===== src/verilog/mem_gate_pkg.sv =====
`default_nettype none

package mem_gate_pkg;

  // ====================
  // sizes
  // ====================
  localparam int PAGE_W     = 6;             // page index width
  localparam int PAGE_COUNT = 64;            // one attribute entry per page
  localparam int PAGE_SHIFT = 16;            // 64 kB pages
  localparam int KEY_COUNT  = 4;             // keys carried by every request
  localparam int KEY_W      = 20;
  localparam int PL_W       = 8;             // privilege level
  localparam int TID_W      = 8;             // 256 gate bits
  localparam int ADDR_W     = 32;
  localparam int DATA_W     = 32;            // narrowed data path

  // ====================
  // codes
  // ====================
  typedef enum logic [1:0] {
    SEG_CODE  = 2'd0,
    SEG_DATA  = 2'd1,
    SEG_STACK = 2'd2
  } seg_e;

  typedef enum logic {
    ERR_OKAY    = 1'b0,
    ERR_PROTERR = 1'b1                       // privilege or key violation
  } resp_err_e;

  // ====================
  // bus records
  // ====================
  // one table entry, 29 bits
  typedef struct packed {
    logic             data_area;             // 0 = code page
    logic [KEY_W-1:0] key;                   // zero key matches anything
    logic [PL_W-1:0]  pl;                    // zero pl means no privilege needed
  } page_attr_t;

  typedef struct packed {
    logic                           cyc;     // valid strobe
    logic                           we;
    seg_e                           seg;
    logic [PL_W-1:0]                pl;
    logic [KEY_COUNT-1:0][KEY_W-1:0] keys;
    logic [TID_W-1:0]               tid;
    logic [ADDR_W-1:0]              padr;
    logic [DATA_W-1:0]              data;
  } bus_req_t;

  typedef struct packed {
    logic              ack;                  // valid strobe
    resp_err_e         err;
    logic [TID_W-1:0]  tid;
    logic [ADDR_W-1:0] adr;
    logic [DATA_W-1:0] dat;
  } bus_resp_t;

  // a protection error with ack low still counts as a response
  function automatic logic resp_valid(bus_resp_t r);
    return r.ack || (r.err == ERR_PROTERR);
  endfunction

endpackage

`default_nettype wire


===== src/verilog/access_check.sv =====
`timescale 1ns/1ns
`default_nettype none

// privilege and key check
// stage 1 waits for the table read, stage 2 registers the verdict
module access_check
  import mem_gate_pkg::*;
(
  input  wire               clk,
  input  wire               rst,
  input  bus_req_t          req_i,            // upstream request
  output logic [PAGE_W-1:0] rd_page_o,        // table read address
  input  page_attr_t        rd_attr_i,        // entry for the delayed request
  output bus_req_t          req_o,            // forwarded request
  output bus_resp_t         loc_resp_o,       // local protection error
  output logic              set_tid_valid_o,  // open a tid on a pass
  output logic [TID_W-1:0]  set_tid_o,
  output logic              clr_tid_valid_o,  // close a tid on a fail
  output logic [TID_W-1:0]  clr_tid_o
);

  bus_req_t req_q;                            // request delayed one stage
  logic     key_ok;
  logic     pl_ok;
  logic     pass;

  // page index straight from the address
  assign rd_page_o = req_i.padr[PAGE_SHIFT +: PAGE_W];

  // ====================
  // stage 1
  // ====================
  always_ff @(posedge clk) begin
    req_q <= req_i;                           // payload follows every cycle
    if (rst) begin
      req_q.cyc <= 1'b0;                      // only the strobe is cleared
    end
  end

  // ====================
  // check
  // ====================
  always_comb begin
    // zero key on the page matches any request
    key_ok = (rd_attr_i.key == '0);
    for (int k = 0; k < KEY_COUNT; k++) begin
      if (req_q.keys[k] == rd_attr_i.key) begin
        key_ok = 1'b1;
      end
    end

    if (!rd_attr_i.data_area) begin
      // code page needs an exact match, unless conforming
      pl_ok = (rd_attr_i.pl == '0) || (rd_attr_i.pl == req_q.pl);
    end else begin
      // data page needs enough privilege, and no code fetch
      pl_ok = ((rd_attr_i.pl == '0) || (rd_attr_i.pl <= req_q.pl))
              && (req_q.seg != SEG_CODE);
    end

    pass = key_ok && pl_ok;
  end

  // gate bitmap updates land on the same edge as req_o
  assign set_tid_valid_o = req_q.cyc && pass;
  assign set_tid_o       = req_q.tid;
  assign clr_tid_valid_o = req_q.cyc && !pass;
  assign clr_tid_o       = req_q.tid;

  // error built in the check cycle and registered by the gate,
  // so it comes out on the same cycle as a forwarded request would
  always_comb begin
    loc_resp_o = '0;
    if (req_q.cyc && !pass) begin
      // error goes back upstream, nothing goes downstream
      loc_resp_o.ack = 1'b0;
      loc_resp_o.err = ERR_PROTERR;
      loc_resp_o.tid = req_q.tid;
      loc_resp_o.adr = req_q.padr;
      loc_resp_o.dat = '0;
    end
  end

  // ====================
  // stage 2
  // ====================
  always_ff @(posedge clk) begin
    if (rst) begin
      req_o <= '0;
    end else begin
      req_o <= '0;                            // strobe lasts one cycle
      if (req_q.cyc && pass) begin
        req_o <= req_q;                       // passed on unchanged
      end
    end
  end

endmodule

`default_nettype wire


===== src/verilog/mem_gate_top.sv =====
`timescale 1ns/1ns
`default_nettype none

// memory access gate
// table -> checker -> gate, requests and errors come out two cycles in
module mem_gate_top
  import mem_gate_pkg::*;
(
  input  wire               clk,
  input  wire               rst,
  input  bus_req_t          req_i,         // upstream request
  output bus_req_t          req_o,         // to downstream
  input  bus_resp_t         resp_i,        // from downstream
  output bus_resp_t         resp_o,        // to upstream
  input  logic              attr_we_i,     // table load port
  input  logic [PAGE_W-1:0] attr_page_i,
  input  page_attr_t        attr_i
);

  logic [PAGE_W-1:0] rd_page;
  page_attr_t        rd_attr;
  bus_resp_t         loc_resp;             // protection errors
  logic              set_tid_valid;
  logic [TID_W-1:0]  set_tid;
  logic              clr_tid_valid;
  logic [TID_W-1:0]  clr_tid;

  // ====================
  // attribute table
  // ====================
  page_attr_table u_table (
    .clk         (clk),
    .rst         (rst),
    .attr_we_i   (attr_we_i),
    .attr_page_i (attr_page_i),
    .attr_i      (attr_i),
    .rd_page_i   (rd_page),
    .rd_attr_o   (rd_attr)
  );

  // ====================
  // request check
  // ====================
  access_check u_check (
    .clk             (clk),
    .rst             (rst),
    .req_i           (req_i),
    .rd_page_o       (rd_page),
    .rd_attr_i       (rd_attr),
    .req_o           (req_o),
    .loc_resp_o      (loc_resp),
    .set_tid_valid_o (set_tid_valid),
    .set_tid_o       (set_tid),
    .clr_tid_valid_o (clr_tid_valid),
    .clr_tid_o       (clr_tid)
  );

  // ====================
  // response gate
  // ====================
  tid_gate u_gate (
    .clk             (clk),
    .rst             (rst),
    .resp_i          (resp_i),
    .loc_resp_i      (loc_resp),
    .set_tid_valid_i (set_tid_valid),
    .set_tid_i       (set_tid),
    .clr_tid_valid_i (clr_tid_valid),
    .clr_tid_i       (clr_tid),
    .resp_o          (resp_o)
  );

endmodule

`default_nettype wire


===== src/verilog/page_attr_table.sv =====
`timescale 1ns/1ns
`default_nettype none

// page attribute memory
// one write port for loading, one registered read port for the checker
module page_attr_table
  import mem_gate_pkg::*;
(
  input  wire              clk,
  input  wire              rst,
  input  logic             attr_we_i,       // load strobe
  input  logic [PAGE_W-1:0] attr_page_i,    // page being loaded
  input  page_attr_t       attr_i,          // new entry
  input  logic [PAGE_W-1:0] rd_page_i,      // page of the incoming request
  output page_attr_t       rd_attr_o        // entry, one cycle later
);

  page_attr_t mem [PAGE_COUNT];             // plain inferred table

  // ====================
  // load port
  // ====================
  // after reset every page is an open code page
  always_ff @(posedge clk) begin
    if (rst) begin
      for (int i = 0; i < PAGE_COUNT; i++) begin
        mem[i] <= '0;
      end
    end else if (attr_we_i) begin
      mem[attr_page_i] <= attr_i;           // visible to the next request
    end
  end

  // ====================
  // read port
  // ====================
  // read before write on a same-page collision,
  // a load in cycle n is seen from cycle n+1 on
  always_ff @(posedge clk) begin
    rd_attr_o <= mem[rd_page_i];            // lines up with the delayed request
  end

endmodule

`default_nettype wire


===== src/verilog/tid_gate.sv =====
`timescale 1ns/1ns
`default_nettype none

// open-transaction bitmap and response filter
module tid_gate
  import mem_gate_pkg::*;
(
  input  wire              clk,
  input  wire              rst,
  input  bus_resp_t        resp_i,            // downstream response
  input  bus_resp_t        loc_resp_i,        // error from the checker
  input  logic             set_tid_valid_i,
  input  logic [TID_W-1:0] set_tid_i,
  input  logic             clr_tid_valid_i,
  input  logic [TID_W-1:0] clr_tid_i,
  output bus_resp_t        resp_o
);

  logic [2**TID_W-1:0] open_q;                // one bit per tid
  bus_resp_t           resp_q;                // response, stage 1
  logic                fwd;                   // stage 1 response is let through

  // ====================
  // stage 1
  // ====================
  always_ff @(posedge clk) begin
    resp_q <= resp_i;
    if (rst) begin
      resp_q.ack <= 1'b0;
      resp_q.err <= ERR_OKAY;
    end
  end

  // lookup is done late, so a second response with the same tid
  // right behind the first already sees the bit closed
  assign fwd = resp_valid(resp_q) && open_q[resp_q.tid];

  // ====================
  // gate bits
  // ====================
  always_ff @(posedge clk) begin
    if (rst) begin
      open_q <= '0;                           // nothing open
    end else begin
      if (fwd) begin
        open_q[resp_q.tid] <= 1'b0;           // one response per transaction
      end
      if (clr_tid_valid_i) begin
        open_q[clr_tid_i] <= 1'b0;            // failed request
      end
      if (set_tid_valid_i) begin
        open_q[set_tid_i] <= 1'b1;            // last, a reused tid stays open
      end
    end
  end

  // ====================
  // output merge
  // ====================
  always_ff @(posedge clk) begin
    if (rst) begin
      resp_o <= '0;
    end else begin
      resp_o <= '0;                           // single-cycle strobe
      if (fwd) begin
        resp_o <= resp_q;                     // downstream wins a collision
      end else if (resp_valid(loc_resp_i)) begin
        resp_o <= loc_resp_i;
      end
    end
  end

endmodule

`default_nettype wire

===== config.mk =====
export PLATFORM = sky130hd
export DESIGN_NAME = mem_gate_top
export DESIGN_NICKNAME = d
export VERILOG_FILES = /design/src/verilog/mem_gate_pkg.sv /design/src/verilog/access_check.sv /design/src/verilog/mem_gate_top.sv /design/src/verilog/page_attr_table.sv /design/src/verilog/tid_gate.sv
export SDC_FILE = /design/constraint.sdc
export NUM_CORES = 2
export LEC_CHECK = 0
export BUFFER_PORTS_ARGS = -buffer_cell sky130_fd_sc_hd__buf_2
export CAP_MARGIN = 20
export CELL_PAD_IN_SITES_DETAIL_PLACEMENT = 2
export CELL_PAD_IN_SITES_GLOBAL_PLACEMENT = 2
export CORE_MARGIN = 4
export CORE_UTILIZATION = 35
export CTS_CLUSTER_SIZE = 25
export DETAILED_ROUTE_END_ITERATION = 8
export MAX_ROUTING_LAYER = met4
export PLACE_DENSITY_LB_ADDON = 0.2
export SLEW_MARGIN = 0
export SYNTH_ARGS = -nofsm -noshare
export SYNTH_HDL_FRONTEND = slang
export SYNTH_SLANG_ARGS = --single-unit
export TNS_END_PERCENT = 20

===== constraint.sdc =====
create_clock -name clk -period 8.2 [get_ports clk]
set_input_delay 0.41 -clock clk [delete_from_list [all_inputs] [get_ports clk]]
set_output_delay 0.41 -clock clk [all_outputs]
set_load 0.05 [all_outputs]

==> flow_summary.json <==
{
  "timing.critical_path.required_ns": 8.98,
  "finalSetupTns_ns": 0,
  "insertion_delay_ns": 0.92,
  "post-route-min-period_ns": 4.96,
  "setup.worst_path.class": "reg2reg",
  "numCtsBuffers": 304,
  "syn-instance-count": 7754,
  "worst-path-buf-inv": 3,
  "setup.worst_path.end_class": "flip-flop",
  "global_routing_met1_resource_utilization_pct": 33.1,
  "drv_cap": 0,
  "antenna_found_initial": 43,
  "fp.dieW_um": 573,
  "critical_path.max_stage_delay_ns": 0.90,
  "num-fill-cells": 30700,
  "sequentialPowerShare_pct": 48.7,
  "viasPerCell": 5.69,
  "clock_transition_at_the_register_clock_pins_on_the_worst_setup_and_hold_paths_after_cts_ns": 0.06,
  "dpl.cell_count": 11800,
  "final-hold-violation-count": 0,
  "cts.htree.levels": 5,
  "status": "completed",
  "whs_ns": 0.0743,
  "netlist_area_um2": 112000,
  "worst_slack_ns": 3.24,
  "design_power_total_uw": 30800,
  "flow.area_growth_from_synthesis_pct": 17.5,
  "max_slew_margin_pct": 21.6,
  "drt.antenna.violating_nets": 0,
  "timing.final.crit_share_pct": 60.5,
  "first_pass_iters": 6,
  "gr-usage-met2_pct": 44.7,
  "fin_worst_skew_ns": 0.0756,
  "p_sw_uw": 7680,
  "grt_pass1_vias": 78200,
  "synth_edf_count": 1856,
  "grt.overflow.total": 0,
  "layout_commonest_cell": "sky130_fd_sc_hd__and2_1",
  "drt_iter0_drc": 6948,
  "detail_route.wirelength_um": 430000,
  "dr_total_vias": 72000,
  "dpl_wire_length_um": 245000,
  "tritoncts": "done",
  "floorplan.die.height_um": 573,
  "post-cts-setup-buffers": 0,
  "worst_ep_arrival_time_ns": 5.74,
  "clkSinkCount": 2617,
  "start_util_pct": 35.2,
  "die_area_um2": 328000,
  "synth_sequential_area_ratio_pct": 63.5,
  "global_route.usage.met3_pct": 3.06,
  "final_cells": 12600,
  "floorplan.io_pins": 514,
  "max-vdd-ir-drop_v": 0.000147,
  "tightest_slew_ns": 1.17,
  "postSynth.topFlopCell": "sky130_fd_sc_hd__edfxtp_1",
  "p_sw_share_pct": 24.9,
  "busiest_layer": "met2",
  "net_count_final": 8499,
  "grt_first_pass_wirelength_um": 607000,
  "hold_class": "in2reg",
  "num_rows": 207,
  "place_congestion": 0.850,
  "postSynthNetCount": 8038,
  "internal-power_uw": 23200,
  "grt_max_degree": 123,
  "max_freq_mhz": 202,
  "grtUsageTotal_pct": 26.2,
  "remaining_drc_errors": 0,
  "routedWlPerCell_um": 34.0,
  "pwr-share-clk_pct": 43.1,
  "critical-path-top-cell-by-count": "sky130_fd_sc_hd__buf_4",
  "place.port_buffers": 513,
  "slowest_stage": "sky130_fd_sc_hd__dfxtp_4",
  "clock_path_buffers": 4,
  "yosys_register_bits": 2617,
  "power_density_of_the_placed_cells_nw_per_um2": 235,
  "dp_slack_ns": 3.36,
  "synth.distinct_cells": 58,
  "warnings_synthesis": 0,
  "clock_root_buffer": "sky130_fd_sc_hd__clkbuf_16",
  "core-area_um2": 318000,
  "path_max_fanout": 73,
  "post_synth.cell_area_avg_um2": 14.4,
  "worst_path_dominant_cell_family": "buffers and inverters",
  "cellLeakagePower_uw": 0.0457,
  "final_setup_violation_count": 0,
  "report.final.slew_viol_count": 0,
  "grt_setup_unrepaired": "no",
  "drive_gt1_share_pct": 23.5,
  "share_comb_of_total_power_pct": 8.2,
  "final_cell_mix": "sky130_fd_sc_hd__and2_1, sky130_fd_sc_hd__edfxtp_1, sky130_fd_sc_hd__dfxtp_1",
  "synthArstFlopShare_pct": 0,
  "crit_path_cell_trace": "buf_4 > mux2i_1 > a22o_1 > a221oi_1 > o221ai_1 > a31oi_1 > nor4_4 > buf_4 > buf_4 > or4b_2 > o31ai_2",
  "timing.critical_path.from_type": "flip-flop"
}
==> path summary, 6_finish.rpt <==
| check | from | to | slack, ns | cells after the start |
|---|---|---|---|---|
| worst max-delay path | u_gate.resp_q[65] | u_gate.resp_o[72] | 3.24 | 11 |
| worst min-delay path | req_i[52] | u_check.req_q[52] | 0.07 | 2 |
| worst max register to register | u_gate.resp_q[65] | u_gate.resp_o[72] | 3.24 | 11 |
| worst min register to register | u_check.req_q[7] | u_check.req_o[7] | 0.40 | 1 |
==> what timing repair did <==
| item | in CTS | in global routing |
|---|---|---|
| hold buffers | 236 | 0 |
| hold endpoints to repair | 236 | 0 |
| resized for setup | 0 | 0 |
==> power by group through the flow <==
| stage | registers (uW) | logic, uW | clock network (uW) |
|---|---|---|---|
| floorplan | 15200 | 1310 | 0 |
| global placement | 15200 | 2380 | 0 |
| detailed placement | 15300 | 2420 | 0 |
| CTS | 15000 | 2530 | 13500 |
| global route | 15100 | 2620 | 14100 |
| finish | 15000 | 2520 | 13300 |
==> through the flow <==
| stage | util (%) | cell area, um^2 |
|---|---|---|
| floorplan | - | 112000 |
| global placement | 37.5 | 119000 |
| detailed placement | 37.5 | 119000 |
| CTS | 41.3 | 131000 |
| global route | 41.3 | 131000 |
| finish | 41.3 | 131000 |
==> cell families (layout without fill, tap and decap cells) <==
family / after synthesis / after routing / share of synthesized area, %
adders and majority gates: 8 / 8 / 0.0896
DFF: 2617 / 2617 / 63.5
AOI/OAI and AO/OA: 645 / 645 / 4.17
xor gates and xnor gates: 80 / 80 / 0.627
buffers and inverters: 836 / 1528 / 2.94
muxes: 736 / 736 / 13.9
and+or+nand+nor: 2832 / 2832 / 14.8
other: 0 / 22 / 0
==> worst register-to-register path, stage by stage, from the launching register on <==
cell                       delay, ns
sky130_fd_sc_hd__dfxtp_4        0.90
sky130_fd_sc_hd__buf_4          0.73
sky130_fd_sc_hd__mux2i_1        0.32
sky130_fd_sc_hd__a22o_1         0.15
sky130_fd_sc_hd__a221oi_1       0.05
sky130_fd_sc_hd__o221ai_1       0.26
sky130_fd_sc_hd__a31oi_1        0.20
sky130_fd_sc_hd__nor4_4         0.32
sky130_fd_sc_hd__buf_4          0.72
sky130_fd_sc_hd__buf_4          0.83
sky130_fd_sc_hd__or4b_2         0.30
sky130_fd_sc_hd__o31ai_2        0.06
==> metal layers <==
layer,up-vias,share of wire [%]
met5,-,0
met3,715,5.3
li1,29700,-
met2,2546,51
met1,39000,41
met4,0,3.0
==> registers in the layout (all words and copies together), names as in the netlist <==
signal and cells:
u_gate.resp_o 74, u_table.mem 1856, u_check.clr_tid_o 8, u_check.req_q 156, u_gate.resp_q 74, u_check.req_o 164, u_table.rd_attr_o 29, u_gate.open_q 256
==> cells in the mapped netlist, types with 4 or more instances <==
cell type | n | area share, %
sky130_fd_sc_hd__nand4_1 | 15 | 0.084
sky130_fd_sc_hd__mux4_2 | 652 | 13
sky130_fd_sc_hd__dfxtp_1 | 761 | 14
sky130_fd_sc_hd__nor2_1 | 100 | 0.34
sky130_fd_sc_hd__xor2_1 | 32 | 0.25
sky130_fd_sc_hd__mux2_2 | 8 | 0.081
sky130_fd_sc_hd__a2111oi_0 | 4 | 0.031
sky130_fd_sc_hd__a221oi_1 | 4 | 0.031
sky130_fd_sc_hd__clkbuf_1 | 678 | 2.3
sky130_fd_sc_hd__buf_1 | 97 | 0.33
sky130_fd_sc_hd__edfxtp_1 | 1856 | 50
sky130_fd_sc_hd__a21oi_1 | 9 | 0.040
sky130_fd_sc_hd__nand2_1 | 269 | 0.90
sky130_fd_sc_hd__nor3_1 | 287 | 1.3
sky130_fd_sc_hd__o21ai_0 | 73 | 0.33
sky130_fd_sc_hd__o22ai_1 | 259 | 1.5
sky130_fd_sc_hd__inv_1 | 9 | 0.030
sky130_fd_sc_hd__nor2b_1 | 23 | 0.13
sky130_fd_sc_hd__ha_1 | 8 | 0.090
sky130_fd_sc_hd__or3b_2 | 8 | 0.063
sky130_fd_sc_hd__nand2b_1 | 10 | 0.056
sky130_fd_sc_hd__buf_6 | 4 | 0.040
sky130_fd_sc_hd__nor4_1 | 21 | 0.12
sky130_fd_sc_hd__nand3_1 | 25 | 0.11
sky130_fd_sc_hd__buf_4 | 24 | 0.16
sky130_fd_sc_hd__buf_2 | 22 | 0.099
sky130_fd_sc_hd__and2_1 | 2049 | 11
sky130_fd_sc_hd__o31ai_1 | 5 | 0.034
sky130_fd_sc_hd__a22oi_1 | 16 | 0.11
sky130_fd_sc_hd__xnor2_1 | 48 | 0.38
sky130_fd_sc_hd__nand3b_1 | 6 | 0.040
sky130_fd_sc_hd__mux2i_1 | 76 | 0.68
sky130_fd_sc_hd__a31oi_1 | 4 | 0.022
sky130_fd_sc_hd__o311ai_0 | 257 | 2.0
==> area by class of cell <==
type                    instances  area (um^2)  share of cell area, %
diodes                         22         55.1                 0.0419
clock buffers                 392         8220                   6.26
clock inverters               145         1250                  0.949
inverters                      11         48.8                 0.0372
multi-input cells            4301        38500                   29.3
flip-flops and latches       2617        71000                   54.1
well taps                    4180         5230                   3.98
repair buffers                980         6980                   5.32
No activity file was read; power rests on OpenSTA's default activity.
